--- src/rtl/axi_defs_pkg.sv ---
`default_nettype none

package axi_defs_pkg;

  // bus geometry of the generator to memory link.
  localparam int axi_addr_width = 8;
  localparam int axi_data_width = 16;
  localparam int axi_id_width   = 4;
  localparam int axi_strb_width = axi_data_width / 8;

  // size code for a beat that fills the whole data bus.
  localparam logic [2:0] axi_size_full = 3'b001;

  localparam logic [1:0] axi_burst_incr = 2'b01;
  localparam logic [1:0] axi_resp_okay  = 2'b00;

  // the memory holds exactly max_bursts bursts of max_burst_beats words.
  localparam int mem_words       = 128;
  localparam int max_burst_beats = 16;
  localparam int max_bursts      = 8;

endpackage

`default_nettype wire

--- src/rtl/perf_defs_pkg.sv ---
`default_nettype none

package perf_defs_pkg;

  // one UART bit lasts this many clock cycles.
  localparam int clks_per_bit = 16;

  localparam int cycle_cnt_width = 32;
  localparam int beat_cnt_width  = 16;

  // report frame layout.
  localparam logic [7:0] report_header = 8'hA5;
  localparam int         report_bytes  = 14;

  // data pattern for the write and read phases.
  localparam logic [15:0] lfsr_seed = 16'hACE1;
  localparam logic [15:0] lfsr_taps = 16'hB400;

endpackage

`default_nettype wire

--- src/rtl/axi_burst_mem.sv ---
`timescale 1ns/1ps
`default_nettype none

module axi_burst_mem (
  input  logic                                     clk,
  input  logic                                     rst_n,
  input  logic                                     awvalid,
  input  logic [axi_defs_pkg::axi_addr_width-1:0]  awaddr,
  input  logic [7:0]                               awlen,
  input  logic [2:0]                               awsize,
  input  logic [1:0]                               awburst,
  output logic                                     awready,
  input  logic                                     wvalid,
  input  logic [axi_defs_pkg::axi_data_width-1:0]  wdata,
  input  logic [axi_defs_pkg::axi_strb_width-1:0]  wstrb,
  input  logic                                     wlast,
  output logic                                     wready,
  output logic                                     bvalid,
  output logic [1:0]                               bresp,
  input  logic                                     bready,
  input  logic                                     arvalid,
  input  logic [axi_defs_pkg::axi_addr_width-1:0]  araddr,
  input  logic [7:0]                               arlen,
  input  logic [2:0]                               arsize,
  input  logic [1:0]                               arburst,
  output logic                                     arready,
  output logic                                     rvalid,
  output logic [axi_defs_pkg::axi_data_width-1:0]  rdata,
  output logic                                     rlast,
  output logic [1:0]                               rresp,
  input  logic                                     rready
);

  logic [axi_defs_pkg::axi_data_width-1:0] mem [axi_defs_pkg::mem_words];

  // word addresses drop the byte offset bit.
  logic [axi_defs_pkg::axi_addr_width-2:0] waddr;
  logic [axi_defs_pkg::axi_addr_width-2:0] raddr;
  logic [7:0] wlen;
  logic [7:0] wcnt;
  logic [7:0] rlen;
  logic [7:0] rcnt;
  logic       w_busy;
  logic       b_pend;
  logic       r_busy;

  assign awready = !w_busy && !b_pend;
  assign wready  = w_busy;
  assign bvalid  = b_pend;
  assign bresp   = axi_defs_pkg::axi_resp_okay;
  assign arready = !r_busy;
  assign rvalid  = r_busy;
  assign rdata   = mem[raddr];
  assign rlast   = (rcnt == rlen);
  assign rresp   = axi_defs_pkg::axi_resp_okay;

  always_ff @(posedge clk or negedge rst_n) begin
    if (!rst_n) begin
      w_busy <= 1'b0;
      b_pend <= 1'b0;
      waddr  <= '0;
      wlen   <= '0;
      wcnt   <= '0;
    end else if (awvalid && awready) begin
      w_busy <= 1'b1;
      waddr  <= awaddr[axi_defs_pkg::axi_addr_width-1:1];
      wlen   <= awlen;
      wcnt   <= '0;
    end else if (wvalid && wready) begin
      waddr <= waddr + 1'b1;
      wcnt  <= wcnt + 8'd1;
      if (wlast) begin
        w_busy <= 1'b0;
        b_pend <= 1'b1;
      end
    end else if (bvalid && bready) begin
      b_pend <= 1'b0;
    end
  end

  always_ff @(posedge clk) begin
    if (wvalid && wready) begin
      for (int i = 0; i < axi_defs_pkg::axi_strb_width; i++) begin
        if (wstrb[i])
          mem[waddr][8*i +: 8] <= wdata[8*i +: 8];
      end
    end
  end

  always_ff @(posedge clk or negedge rst_n) begin
    if (!rst_n) begin
      r_busy <= 1'b0;
      raddr  <= '0;
      rlen   <= '0;
      rcnt   <= '0;
    end else if (arvalid && arready) begin
      r_busy <= 1'b1;
      raddr  <= araddr[axi_defs_pkg::axi_addr_width-1:1];
      rlen   <= arlen;
      rcnt   <= '0;
    end else if (rvalid && rready) begin
      raddr <= raddr + 1'b1;
      rcnt  <= rcnt + 8'd1;
      if (rlast)
        r_busy <= 1'b0;
    end
  end

  // the master must mark the last beat of the length it asked for.
  assert property (@(posedge clk) disable iff (!rst_n)
    (wvalid && wready) |-> (wlast == (wcnt == wlen)));

  assert property (@(posedge clk) disable iff (!rst_n)
    (awvalid && awready) |-> (awburst == axi_defs_pkg::axi_burst_incr &&
      awsize == axi_defs_pkg::axi_size_full && awlen < axi_defs_pkg::max_burst_beats &&
      int'(awaddr >> 1) + int'(awlen) < axi_defs_pkg::mem_words));

  assert property (@(posedge clk) disable iff (!rst_n)
    (arvalid && arready) |-> (arburst == axi_defs_pkg::axi_burst_incr &&
      arsize == axi_defs_pkg::axi_size_full &&
      int'(araddr >> 1) + int'(arlen) < axi_defs_pkg::mem_words));

endmodule

`default_nettype wire

--- src/rtl/axi_perf_mem.sv ---
`timescale 1ns/1ps
`default_nettype none

module axi_perf_mem (
  input  logic       clk,
  input  logic       rst_n,
  input  logic       start,
  input  logic [3:0] num_bursts,
  input  logic [3:0] burst_len,
  output logic       utx_pin
);

  logic                                      awvalid;
  logic [axi_defs_pkg::axi_addr_width-1:0]   awaddr;
  logic [7:0]                                awlen;
  logic [2:0]                                awsize;
  logic [1:0]                                awburst;
  logic                                      awready;
  logic                                      wvalid;
  logic [axi_defs_pkg::axi_data_width-1:0]   wdata;
  logic [axi_defs_pkg::axi_strb_width-1:0]   wstrb;
  logic                                      wlast;
  logic                                      wready;
  logic                                      bvalid;
  logic [1:0]                                bresp;
  logic                                      bready;
  logic                                      arvalid;
  logic [axi_defs_pkg::axi_addr_width-1:0]   araddr;
  logic [7:0]                                arlen;
  logic [2:0]                                arsize;
  logic [1:0]                                arburst;
  logic                                      arready;
  logic                                      rvalid;
  logic [axi_defs_pkg::axi_data_width-1:0]   rdata;
  logic                                      rlast;
  logic [1:0]                                rresp;
  logic                                      rready;
  logic                                      wr_phase;
  logic                                      rd_phase;
  logic                                      burst_done;
  logic                                      beat_done;
  logic                                      mismatch;
  logic                                      run_done;
  logic                                      report_start;
  logic [7:0]                                bursts;
  logic [perf_defs_pkg::beat_cnt_width-1:0]  beats;
  logic [perf_defs_pkg::beat_cnt_width-1:0]  mismatches;
  logic [perf_defs_pkg::cycle_cnt_width-1:0] wr_cycles;
  logic [perf_defs_pkg::cycle_cnt_width-1:0] rd_cycles;
  logic                                      tx_valid;
  logic [7:0]                                tx_data;
  logic                                      tx_ready;
  logic                                      busy;
  logic                                      gen_start;

  // a run lasts until its report has left the pin.
  assign gen_start = start && !busy;

  axi_traffic_gen axi_traffic_gen_i (
    .clk(clk), .rst_n(rst_n), .start(gen_start),
    .num_bursts(num_bursts), .burst_len(burst_len),
    .awvalid(awvalid), .awaddr(awaddr), .awlen(awlen), .awsize(awsize),
    .awburst(awburst), .awready(awready),
    .wvalid(wvalid), .wdata(wdata), .wstrb(wstrb), .wlast(wlast), .wready(wready),
    .bvalid(bvalid), .bresp(bresp), .bready(bready),
    .arvalid(arvalid), .araddr(araddr), .arlen(arlen), .arsize(arsize),
    .arburst(arburst), .arready(arready),
    .rvalid(rvalid), .rdata(rdata), .rlast(rlast), .rresp(rresp), .rready(rready),
    .wr_phase(wr_phase), .rd_phase(rd_phase), .burst_done(burst_done),
    .beat_done(beat_done), .mismatch(mismatch), .run_done(run_done)
  );

  axi_burst_mem axi_burst_mem_i (
    .clk(clk), .rst_n(rst_n),
    .awvalid(awvalid), .awaddr(awaddr), .awlen(awlen), .awsize(awsize),
    .awburst(awburst), .awready(awready),
    .wvalid(wvalid), .wdata(wdata), .wstrb(wstrb), .wlast(wlast), .wready(wready),
    .bvalid(bvalid), .bresp(bresp), .bready(bready),
    .arvalid(arvalid), .araddr(araddr), .arlen(arlen), .arsize(arsize),
    .arburst(arburst), .arready(arready),
    .rvalid(rvalid), .rdata(rdata), .rlast(rlast), .rresp(rresp), .rready(rready)
  );

  perf_counters perf_counters_i (
    .clk(clk), .rst_n(rst_n),
    .wr_phase(wr_phase), .rd_phase(rd_phase), .burst_done(burst_done),
    .beat_done(beat_done), .mismatch(mismatch), .run_done(run_done),
    .bursts(bursts), .beats(beats), .mismatches(mismatches),
    .wr_cycles(wr_cycles), .rd_cycles(rd_cycles), .report_start(report_start)
  );

  perf_reporter perf_reporter_i (
    .clk(clk), .rst_n(rst_n), .report_start(report_start),
    .bursts(bursts), .beats(beats), .mismatches(mismatches),
    .wr_cycles(wr_cycles), .rd_cycles(rd_cycles),
    .tx_valid(tx_valid), .tx_data(tx_data), .tx_ready(tx_ready), .busy(busy)
  );

  uart_tx uart_tx_i (
    .clk(clk), .rst_n(rst_n),
    .tx_valid(tx_valid), .tx_data(tx_data), .tx_ready(tx_ready), .txd(utx_pin)
  );

endmodule

`default_nettype wire

--- src/rtl/axi_traffic_gen.sv ---
`timescale 1ns/1ps
`default_nettype none

module axi_traffic_gen (
  input  logic                                     clk,
  input  logic                                     rst_n,
  input  logic                                     start,
  input  logic [3:0]                               num_bursts,
  input  logic [3:0]                               burst_len,
  output logic                                     awvalid,
  output logic [axi_defs_pkg::axi_addr_width-1:0]  awaddr,
  output logic [7:0]                               awlen,
  output logic [2:0]                               awsize,
  output logic [1:0]                               awburst,
  input  logic                                     awready,
  output logic                                     wvalid,
  output logic [axi_defs_pkg::axi_data_width-1:0]  wdata,
  output logic [axi_defs_pkg::axi_strb_width-1:0]  wstrb,
  output logic                                     wlast,
  input  logic                                     wready,
  input  logic                                     bvalid,
  input  logic [1:0]                               bresp,
  output logic                                     bready,
  output logic                                     arvalid,
  output logic [axi_defs_pkg::axi_addr_width-1:0]  araddr,
  output logic [7:0]                               arlen,
  output logic [2:0]                               arsize,
  output logic [1:0]                               arburst,
  input  logic                                     arready,
  input  logic                                     rvalid,
  input  logic [axi_defs_pkg::axi_data_width-1:0]  rdata,
  input  logic                                     rlast,
  input  logic [1:0]                               rresp,
  output logic                                     rready,
  output logic                                     wr_phase,
  output logic                                     rd_phase,
  output logic                                     burst_done,
  output logic                                     beat_done,
  output logic                                     mismatch,
  output logic                                     run_done
);

  enum logic [2:0] {S_IDLE, S_AW, S_W, S_B, S_AR, S_R} state;

  logic [3:0] nb;
  logic [3:0] bl;
  logic [3:0] bcnt;
  logic [3:0] beat;
  logic       last_burst;
  logic [axi_defs_pkg::axi_addr_width-1:0] base;
  logic [axi_defs_pkg::axi_addr_width-1:0] burst_bytes;
  logic [axi_defs_pkg::axi_data_width-1:0] lfsr;
  logic [axi_defs_pkg::axi_data_width-1:0] lfsr_next;

  assign lfsr_next   = lfsr[0] ? ((lfsr >> 1) ^ perf_defs_pkg::lfsr_taps) : (lfsr >> 1);
  assign burst_bytes = axi_defs_pkg::axi_addr_width'({bl, 1'b0}) + 2'd2;
  assign last_burst  = (bcnt == nb - 4'd1);

  assign awvalid = (state == S_AW);
  assign awaddr  = base;
  assign awlen   = {4'b0000, bl};
  assign awsize  = axi_defs_pkg::axi_size_full;
  assign awburst = axi_defs_pkg::axi_burst_incr;
  assign wvalid  = (state == S_W);
  assign wdata   = lfsr;
  assign wstrb   = '1;
  assign wlast   = (beat == bl);
  assign bready  = (state == S_B);
  assign arvalid = (state == S_AR);
  assign araddr  = base;
  assign arlen   = {4'b0000, bl};
  assign arsize  = axi_defs_pkg::axi_size_full;
  assign arburst = axi_defs_pkg::axi_burst_incr;
  assign rready  = 1'b1;

  assign wr_phase   = (state == S_AW) || (state == S_W) || (state == S_B);
  assign rd_phase   = (state == S_AR) || (state == S_R);
  assign burst_done = bvalid && bready;
  assign beat_done  = wvalid && wready;
  assign mismatch   = (state == S_R) && rvalid &&
                      (rdata != lfsr || rresp != axi_defs_pkg::axi_resp_okay);
  assign run_done   = (state == S_R) && rvalid && rlast && last_burst;

  always_ff @(posedge clk or negedge rst_n) begin
    if (!rst_n) begin
      state <= S_IDLE;
      nb    <= '0;
      bl    <= '0;
      bcnt  <= '0;
      beat  <= '0;
      base  <= '0;
      lfsr  <= perf_defs_pkg::lfsr_seed;
    end else begin
      case (state)
        S_IDLE: if (start) begin
          nb    <= num_bursts;
          bl    <= burst_len;
          bcnt  <= '0;
          base  <= '0;
          lfsr  <= perf_defs_pkg::lfsr_seed;
          state <= S_AW;
        end
        S_AW: if (awready) begin
          beat  <= '0;
          state <= S_W;
        end
        S_W: if (wready) begin
          lfsr <= lfsr_next;
          beat <= beat + 4'd1;
          if (wlast)
            state <= S_B;
        end
        S_B: if (bvalid) begin
          // the read phase starts over from the first burst and the seed.
          if (last_burst) begin
            bcnt  <= '0;
            base  <= '0;
            lfsr  <= perf_defs_pkg::lfsr_seed;
            state <= S_AR;
          end else begin
            bcnt  <= bcnt + 4'd1;
            base  <= base + burst_bytes;
            state <= S_AW;
          end
        end
        S_AR: if (arready)
          state <= S_R;
        S_R: if (rvalid) begin
          lfsr <= lfsr_next;
          if (rlast) begin
            bcnt  <= bcnt + 4'd1;
            base  <= base + burst_bytes;
            state <= last_burst ? S_IDLE : S_AR;
          end
        end
        default: state <= S_IDLE;
      endcase
    end
  end

  assert property (@(posedge clk) disable iff (!rst_n)
    (awvalid && !awready) |=> (awvalid && $stable(awaddr) && $stable(awlen)));

  assert property (@(posedge clk) disable iff (!rst_n)
    (arvalid && !arready) |=> (arvalid && $stable(araddr) && $stable(arlen)));

  assert property (@(posedge clk) disable iff (!rst_n)
    (start && state == S_IDLE) |->
      (num_bursts >= 4'd1 && num_bursts <= axi_defs_pkg::max_bursts));

  // the memory never reports an error on a write.
  assert property (@(posedge clk) disable iff (!rst_n)
    (bvalid && bready) |-> (bresp == axi_defs_pkg::axi_resp_okay));

endmodule

`default_nettype wire

--- src/rtl/perf_counters.sv ---
`timescale 1ns/1ps
`default_nettype none

module perf_counters (
  input  logic                                      clk,
  input  logic                                      rst_n,
  input  logic                                      wr_phase,
  input  logic                                      rd_phase,
  input  logic                                      burst_done,
  input  logic                                      beat_done,
  input  logic                                      mismatch,
  input  logic                                      run_done,
  output logic [7:0]                                bursts,
  output logic [perf_defs_pkg::beat_cnt_width-1:0]  beats,
  output logic [perf_defs_pkg::beat_cnt_width-1:0]  mismatches,
  output logic [perf_defs_pkg::cycle_cnt_width-1:0] wr_cycles,
  output logic [perf_defs_pkg::cycle_cnt_width-1:0] rd_cycles,
  output logic                                      report_start
);

  logic wr_phase_q;
  logic frozen;
  logic run_begin;

  assign run_begin = wr_phase && !wr_phase_q;

  always_ff @(posedge clk or negedge rst_n) begin
    if (!rst_n) begin
      wr_phase_q   <= 1'b0;
      frozen       <= 1'b0;
      report_start <= 1'b0;
      bursts       <= '0;
      beats        <= '0;
      mismatches   <= '0;
      wr_cycles    <= '0;
      rd_cycles    <= '0;
    end else begin
      wr_phase_q   <= wr_phase;
      report_start <= run_done;
      if (run_begin) begin
        // the first write cycle is already part of the phase.
        frozen     <= 1'b0;
        bursts     <= '0;
        beats      <= '0;
        mismatches <= '0;
        wr_cycles  <= perf_defs_pkg::cycle_cnt_width'(1);
        rd_cycles  <= '0;
      end else if (!frozen) begin
        if (burst_done)
          bursts <= bursts + 8'd1;
        if (beat_done)
          beats <= beats + 1'b1;
        if (mismatch)
          mismatches <= mismatches + 1'b1;
        if (wr_phase)
          wr_cycles <= wr_cycles + 1'b1;
        if (rd_phase)
          rd_cycles <= rd_cycles + 1'b1;
        if (run_done)
          frozen <= 1'b1;
      end
    end
  end

endmodule

`default_nettype wire

--- src/rtl/perf_reporter.sv ---
`timescale 1ns/1ps
`default_nettype none

module perf_reporter (
  input  logic                                      clk,
  input  logic                                      rst_n,
  input  logic                                      report_start,
  input  logic [7:0]                                bursts,
  input  logic [perf_defs_pkg::beat_cnt_width-1:0]  beats,
  input  logic [perf_defs_pkg::beat_cnt_width-1:0]  mismatches,
  input  logic [perf_defs_pkg::cycle_cnt_width-1:0] wr_cycles,
  input  logic [perf_defs_pkg::cycle_cnt_width-1:0] rd_cycles,
  output logic                                      tx_valid,
  output logic [7:0]                                tx_data,
  input  logic                                      tx_ready,
  output logic                                      busy
);

  logic [perf_defs_pkg::report_bytes*8-1:0]       frame;
  logic [$clog2(perf_defs_pkg::report_bytes)-1:0] idx;
  logic                                           sending;

  assign tx_valid = sending;
  assign tx_data  = frame[perf_defs_pkg::report_bytes*8-1 -: 8];

  always_ff @(posedge clk or negedge rst_n) begin
    if (!rst_n) begin
      sending <= 1'b0;
      busy    <= 1'b0;
      idx     <= '0;
    end else if (report_start && !busy) begin
      sending <= 1'b1;
      busy    <= 1'b1;
      idx     <= '0;
    end else if (sending && tx_ready) begin
      idx <= idx + 1'b1;
      if (int'(idx) == perf_defs_pkg::report_bytes - 1)
        sending <= 1'b0;
    end else if (busy && !sending && tx_ready) begin
      // the transmitter is ready again once the last stop bit is out.
      busy <= 1'b0;
    end
  end

  // fields leave most significant byte first, so the frame shifts left.
  always_ff @(posedge clk) begin
    if (report_start && !busy)
      frame <= {perf_defs_pkg::report_header, bursts, beats, mismatches,
                wr_cycles, rd_cycles};
    else if (sending && tx_ready)
      frame <= frame << 8;
  end

endmodule

`default_nettype wire

--- src/rtl/uart_tx.sv ---
`timescale 1ns/1ps
`default_nettype none

module uart_tx (
  input  logic       clk,
  input  logic       rst_n,
  input  logic       tx_valid,
  input  logic [7:0] tx_data,
  output logic       tx_ready,
  output logic       txd
);

  logic [$clog2(perf_defs_pkg::clks_per_bit)-1:0] baud;
  logic [3:0] nbit;
  logic [9:0] shreg;
  logic       active;

  assign tx_ready = !active;
  // the register idles at all ones, so the line rests high.
  assign txd = shreg[0];

  always_ff @(posedge clk or negedge rst_n) begin
    if (!rst_n) begin
      active <= 1'b0;
      baud   <= '0;
      nbit   <= '0;
      shreg  <= '1;
    end else if (tx_valid && tx_ready) begin
      active <= 1'b1;
      baud   <= '0;
      nbit   <= '0;
      shreg  <= {1'b1, tx_data, 1'b0};
    end else if (active) begin
      if (int'(baud) == perf_defs_pkg::clks_per_bit - 1) begin
        baud  <= '0;
        shreg <= {1'b1, shreg[9:1]};
        if (nbit == 4'd9)
          active <= 1'b0;
        else
          nbit <= nbit + 4'd1;
      end else begin
        baud <= baud + 1'b1;
      end
    end
  end

  assert property (@(posedge clk) disable iff (!rst_n)
    (tx_valid && !tx_ready) |=> (tx_valid && $stable(tx_data)));

endmodule

`default_nettype wire

--- config.mk ---
export PLATFORM = sky130hd
export DESIGN_NAME = axi_perf_mem
export DESIGN_NICKNAME = d
export VERILOG_FILES = /design/src/rtl/axi_defs_pkg.sv /design/src/rtl/perf_defs_pkg.sv /design/src/rtl/axi_burst_mem.sv /design/src/rtl/axi_perf_mem.sv /design/src/rtl/axi_traffic_gen.sv /design/src/rtl/perf_counters.sv /design/src/rtl/perf_reporter.sv /design/src/rtl/uart_tx.sv
export SDC_FILE = /design/constraint.sdc
export NUM_CORES = 2
export LEC_CHECK = 0
export BUFFER_PORTS_ARGS = -buffer_cell sky130_fd_sc_hd__buf_2
export CAP_MARGIN = 20
export CORE_UTILIZATION = 50
export CTS_CLUSTER_DIAMETER = 100
export DETAILED_ROUTE_END_ITERATION = 6
export PLACE_DENSITY = 0.74
export REMOVE_ABC_BUFFERS = 1
export SYNTH_ARGS = -nofsm -noshare
export SYNTH_HDL_FRONTEND = slang
export SYNTH_SLANG_ARGS = --single-unit
--- constraint.sdc ---
create_clock -name clk -period 5.4 [get_ports clk]
set_clock_uncertainty 0.2 [all_clocks]
set_input_delay 0.54 -clock clk [delete_from_list [all_inputs] [get_ports clk]]
set_output_delay 0.54 -clock clk [all_outputs]
set_load 0.05 [all_outputs]
======== Word-level counts from Yosys, hierarchy flattened ========
Memories as Yosys holds them, arrays and structs flattened.
Index checks and enable logic that the tools add are counted.
cells by class
  add/subtract/negate cells ............... 16
  equal/unequal tests ..................... 25
  multiplexer cells ....................... 92
  bitwise logic cells ..................... 2
  reductions and logical operators ........ 59
operator list
  cell                                                                     count
  104-bit 2-to-1 mux                                                       2
  16-bit 2-to-1 mux                                                        12
  32-bit 2-to-1 mux                                                        6
  8-bit 2-to-1 mux                                                         10
  32-bit by 1-bit adder with 32-bit output, second input constant          2
  4-bit 2-to-1 mux                                                         16
  16-bit case mux with 4 select lines                                      1
  16-bit by 1-bit adder with 16-bit output, second input constant          2
  10-bit 2-to-1 mux                                                        3
  3-bit 2-to-1 mux                                                         10
  2-bit nonzero test                                                       15
  7-bit 2-to-1 mux                                                         4
  1-bit 2-to-1 mux                                                         24
  8-bit case mux with 3 select lines                                       1
  4-bit by 1-bit adder with 4-bit output, second input constant            5
  2-bit AND reduction                                                      10
  3-bit case mux with 6 select lines                                       1
  8-bit by 1-bit adder with 8-bit output, second input constant            2
  16-bit inequality test                                                   1
  2-bit inequality test, second input constant                             8
  1-bit logical AND                                                        15
  7-bit by 1-bit adder with 7-bit output, second input constant            2
  4-bit case mux with 3 select lines                                       1
  2-bit by 1-bit inequality test with 1-bit output, second input constant  5
  23 further kinds                                                         36
storage, ports and cells
  flip-flop bits (word level) ............. 316
  RAM bits ................................ 2,048
  memories ................................ 1
memories
  name                 words  bits a word  rd ports  clocked after Yosys merged registers in  write ports  line                 source
  axi_burst_mem_i.mem  128    16           1         0                                        1            axi_burst_mem.sv:34  logic [axi_defs_pkg::axi_data_width-1:0] mem [axi_defs_pkg::mem_words];

======== Longest topological paths before layout ========
  depth after elaboration ................. 7
  depth in mapped cells ................... 17
  gate-level depth less buffers ........... 11

======== Hierarchy ========
From an unflattened synthesis, not the netlist that was laid out.
second synthesis, totals
  cell total of the unflattened synthesis .. 5,122
  area total of the unflattened synthesis .. 94,984.8 um2
modules (own cells, without submodules)
  module           instances  cells each  area each (um2)  sequential area each (um2)
  axi_burst_mem    1          3,693       80,862.6         62,324.8
  perf_counters    1          539         5,257.5          2,677.6
  perf_reporter    1          496         5,016.1          3,433.3
  axi_traffic_gen  1          304         2,940.3          1,086.0
  uart_tx          1          89          894.6            461.7
  axi_perf_mem     1          1           13.8             0.0

======== Worst setup path before layout ========
Ideal clock, no wire load.
  path kind ............................... register to register
  start ................................... register perf_reporter_i.busy
  end ..................................... register perf_reporter_i.frame[0] (netlist name) (enable)
  setup time .............................. 0.951 ns
  arrival ................................. 2.980 ns
  data required time ...................... 4.249 ns
  path slack .............................. 1.269 ns
  cell stages (with the launch flop) ...... 6
  path through ............................ dfrtp_1 > nand2b_1 > clkbuf_1 > clkbuf_1 > buf_1 > nand2_1
between the ends
  longest elaborated chain between the ends .. 3
ends and longest elaborated chain
  element                       line                 source
  start, declared               perf_reporter.sv:16  output logic busy
  start signal, assigned        perf_reporter.sv:29  busy <= 1'b0;
  start signal, assigned        perf_reporter.sv:33  busy <= 1'b1;
  start signal, assigned        perf_reporter.sv:41  busy <= 1'b0;
  1-bit logical NOT             perf_reporter.sv:47  if (report_start && !busy)
  1-bit logical AND             perf_reporter.sv:47
  2-bit nonzero test (no line)  --
  end signal, assigned          perf_reporter.sv:48  frame <= {perf_defs_pkg::report_header, bursts, beats, mismatches,
  end signal, assigned          perf_reporter.sv:51  frame <= frame << 8;
  end, declared                 perf_reporter.sv:19  logic [perf_defs_pkg::report_bytes*8-1:0] frame;
No other way between the ends.
A chain may end at the register's enable or synchronous reset.

======== Final worst setup path ========
  start ................................... register axi_burst_mem_i.raddr[0] (netlist name)
  end ..................................... register perf_counters_i.mismatches[0] (netlist name)
between the ends
  longest elaborated chain between the ends .. 5
ends and longest elaborated chain
  element                        line                   source
  start, declared                axi_burst_mem.sv:38    logic [axi_defs_pkg::axi_addr_width-2:0] raddr;
  start signal, assigned         axi_burst_mem.sv:98    raddr <= araddr[axi_defs_pkg::axi_addr_width-1:1];
  start signal, assigned         axi_burst_mem.sv:102   raddr <= raddr + 1'b1;
  memory 128 x 16 bit            --
  16-bit inequality test         axi_traffic_gen.sv:81  (rdata != lfsr || rresp != axi_defs_pkg::axi_resp_okay);
  1-bit logical AND              axi_traffic_gen.sv:80  assign mismatch = (state == S_R) && rvalid &&
  2-bit nonzero test (no line)   --
  2-bit AND reduction (no line)  --
  end signal, assigned           perf_counters.sv:54    mismatches <= mismatches + 1'b1;
  end, declared                  perf_counters.sv:15    output logic [perf_defs_pkg::beat_cnt_width-1:0] mismatches,
No other way between the ends.

==> impl_metrics.toml <==
[status]
status = "complete, but fails checks"
violations = "negative setup slack"

[global_route]
antenna_found_initial = 9
grt_max_degree = 113
grt_pass1_vias = 50400
grt_pass1_wl_um = 353000
grtUsageTotal = 0.256
overflow = 0

[setup_path]
critPathCapture = "perf_counters_i.mismatches[0]"
r2r_start = "axi_burst_mem_i.raddr[0]"
cp.arrival_ns = 6.13
worstPathMaxFanout = 20
reg2reg_depth = 13
rrSetupSlack_ns = -0.16
cp_data_required_time_ns = 5.97
crit_type = "reg -> reg"
critPathLaunch = "axi_burst_mem_i.raddr[0]"
cp-start-kind = "flip-flop"
timing.rr.end = "perf_counters_i.mismatches[0]"
worstSetupEndpointType = "flip-flop"

[floorplanning]
die_area_mm2 = 0.189
die_x_um = 435
fp-row-count = 158
die_y_um = 435
io_pins = 12
initial_core_util = 0.504
design.core.area_mm2 = 0.186

[clocking]
cts_tree = "built"
h-tree-depth = 4
cts_resized = 0
clock_path_buffers = 3
cts_root_buffer = "clkbuf_16"
clkSlewWorstSetupHoldPaths_ns = 0.06
post-cts-setup-buffers = 0
clock_latency_ns = 0.89
cts_buffers = 225
cts.sinks = 2362
hold_buffers = 9

[timing]
post-route-min-period_ns = 5.56
maxSlewViolCount = 0
max_clock_freq_mhz = 180
worst_slew_pin_slew_ns = 1.32
slew_headroom = 0.114
setup_slack_ns = -0.157
rsz0062_at_grt = "no"
fin_crit_sh = 1.03
hold_violations = 0
setup_viol = 5

[synth]
synth-main-ff-cell = "edfxtp_1"
synthArstFlopShare = 0.0855
synth_cell_types = 75
synthCells = 5170
seq_area_frac_synth = 0.746
avgSynthCellArea_um2 = 18.1
syn_area_mm2 = 0.0937
yosys_warnings = 0
synth-edff-count = 2152
yosys_register_bits = 2362

[layout]
design_area_mm2 = 0.106
final_common_cell = "edfxtp_1"
final_util = 0.571
nFillCells = 13500
seq_area_mm2 = 0.0699
syn_to_final_growth_pct = 13.2
drive_gt1_frac = 0.221
finalNetCount = 5516
mostFrequentLayoutCells = "edfxtp_1, nand2_1, mux4_2"
multi_input_area_mm2 = 0.0226

[routing]
routed_wl_um = 243000
antenna_left = 0
initialDrtViolationCount = 7764
drt-pass1-iter-count = 7
routedWlPerCell_um = 29.8
dr_total_vias = 51400
viasPerCell = 6.30
drc = 0

[pwr]
power.leakage_nw = 35.1
ir_drop_uv = 392
power_density_mw_per_mm2 = 497

[place]
place_ws_ns = 0.230
placed_cell_area_mm2 = 0.0986
io_buffers = 11
dp_hpwl_um = 149000
gp_congestion = 0.974

[job]
cap_violations = 0

[hold_path]
hp-class = "in -> async"
layout make-up:
class	instances	area share
Sequential cell	2362	0.659
Timing Repair Buffer	356	0.0296
Tap cell	2480	0.0293
Inverter	31	0.00114
Clock buffer	280	0.0559
Clock inverter	140	0.0118
Multi-Input combinational cell	2506	0.213
Antenna cell	3	0.0000708
kinds of logic (layout without fill, tap and decap cells):
logic type | count (synthesis) | count (layout) | share of synthesized area
muxes | 694 | 694 | 0.135
xor gates and xnor gates | 125 | 125 | 0.0117
and+or+nand+nor | 1189 | 1189 | 0.0551
DFF | 2362 | 2362 | 0.746
other | 0 | 3 | 0
AOI/OAI and AO/OA | 475 | 475 | 0.0341
buffers and inverters | 302 | 807 | 0.0151
adders and majority gates | 23 | 23 | 0.00315
stage by stage:
| stage | hold slack (ns) | setup TNS (ns) | std cells | total power, W |
|---|---|---|---|---|
| 2_1_floorplan | 0.0444 | -604.82 | 4899 | 0.0309 |
| 3_3_place_gp | 0.237 | 0 | 7713 | 0.0370 |
| 3_5_place_dp | 0.239 | 0 | 7718 | 0.0373 |
| 4_1_cts | 0.0787 | 0 | 8147 | 0.0524 |
| 5_1_grt | 0.197 | 0 | 8155 | 0.0541 |
| 6_report | 0.130 | -0.453 | 8158 | 0.0527 |
worst max-delay path, cell delays in order (launching register included):
cell	delay [ns]
dfrtp_4	0.70
buf_12	0.28
buf_4	0.38
mux4_2	0.61
a22oi_1	0.18
a21oi_1	0.11
nor4_1	1.02
a22o_1	0.27
xnor2_1	0.07
a211oi_1	0.54
nand4_1	0.31
buf_4	0.25
o21ai_1	0.26
mux2i_1	0.23
worst min-delay path by stage:
stage / start / end / slack [ns] / cells after the start
global route: rst_n / uart_tx_i.nbit[3] / 0.20 / 2
floorplan: rst_n / axi_burst_mem_i.bvalid / 0.04 / 0
detailed placement: perf_reporter_i.frame[110] / uart_tx_i.shreg[7] / 0.24 / 2
CTS: start / axi_traffic_gen_i.nb[1] / 0.08 / 4
finish: rst_n / perf_reporter_i.idx[1] / 0.13 / 2
global placement: perf_reporter_i.frame[98] / perf_reporter_i.frame[106] / 0.24 / 2
routing by layer:
metal	up-vias	GRT usage	wire length (µm)
li1	21100	-	-
met1	26300	0.349	89100
met2	3367	0.390	112000
met3	666	0.0684	30500
met4	10	0.115	12000
met5	-	0	66
where the power goes:
group,switching (W),internal [W]
Sequential,0.00130,0.0221
Clock,0.00690,0.00848
Combinational,0.00885,0.00515
synth_stat cells, types with 22 or more instances:
cell,count,area (µm²)
edfxtp_1,2152,64600
nand2_1,583,2190
mux4_2,454,10200
nor2_1,299,1120
mux2i_1,192,1920
dfrtp_1,185,4630
clkbuf_1,155,582
o21ai_0,103,515
a22oi_1,87,653
a21oi_1,78,390
nand3_1,77,385
xor2_1,77,674
mux2_2,48,541
xnor2_1,48,420
and3_1,45,282
buf_2,42,210
buf_4,36,270
nor2b_1,35,219
o22ai_1,35,219
nand4_1,31,194
inv_1,28,105
buf_1,27,101
nand2b_1,27,169
a31oi_1,25,156
ha_1,22,275
state kept, by name, indices dropped and copies added (netlist names), 3 cells and up:
name	count
axi_burst_mem_i.mem	2048
perf_reporter_i.frame	112
perf_counters_i.rd_cycles	32
perf_counters_i.wr_cycles	32
axi_traffic_gen_i.wdata	16
perf_counters_i.beats	16
perf_counters_i.mismatches	16
uart_tx_i.shreg	9
axi_burst_mem_i.rcnt	8
perf_counters_i.bursts	8
axi_burst_mem_i.raddr	7
axi_burst_mem_i.waddr	7
axi_traffic_gen_i.araddr	7
axi_burst_mem_i.rlen	4
axi_traffic_gen_i.bcnt	4
axi_traffic_gen_i.beat	4
axi_traffic_gen_i.bl	4
axi_traffic_gen_i.nb	4
perf_reporter_i.idx	4
uart_tx_i.baud	4
uart_tx_i.nbit	4
axi_traffic_gen_i.state	3
No activity file was read; power rests on OpenSTA's default activity.
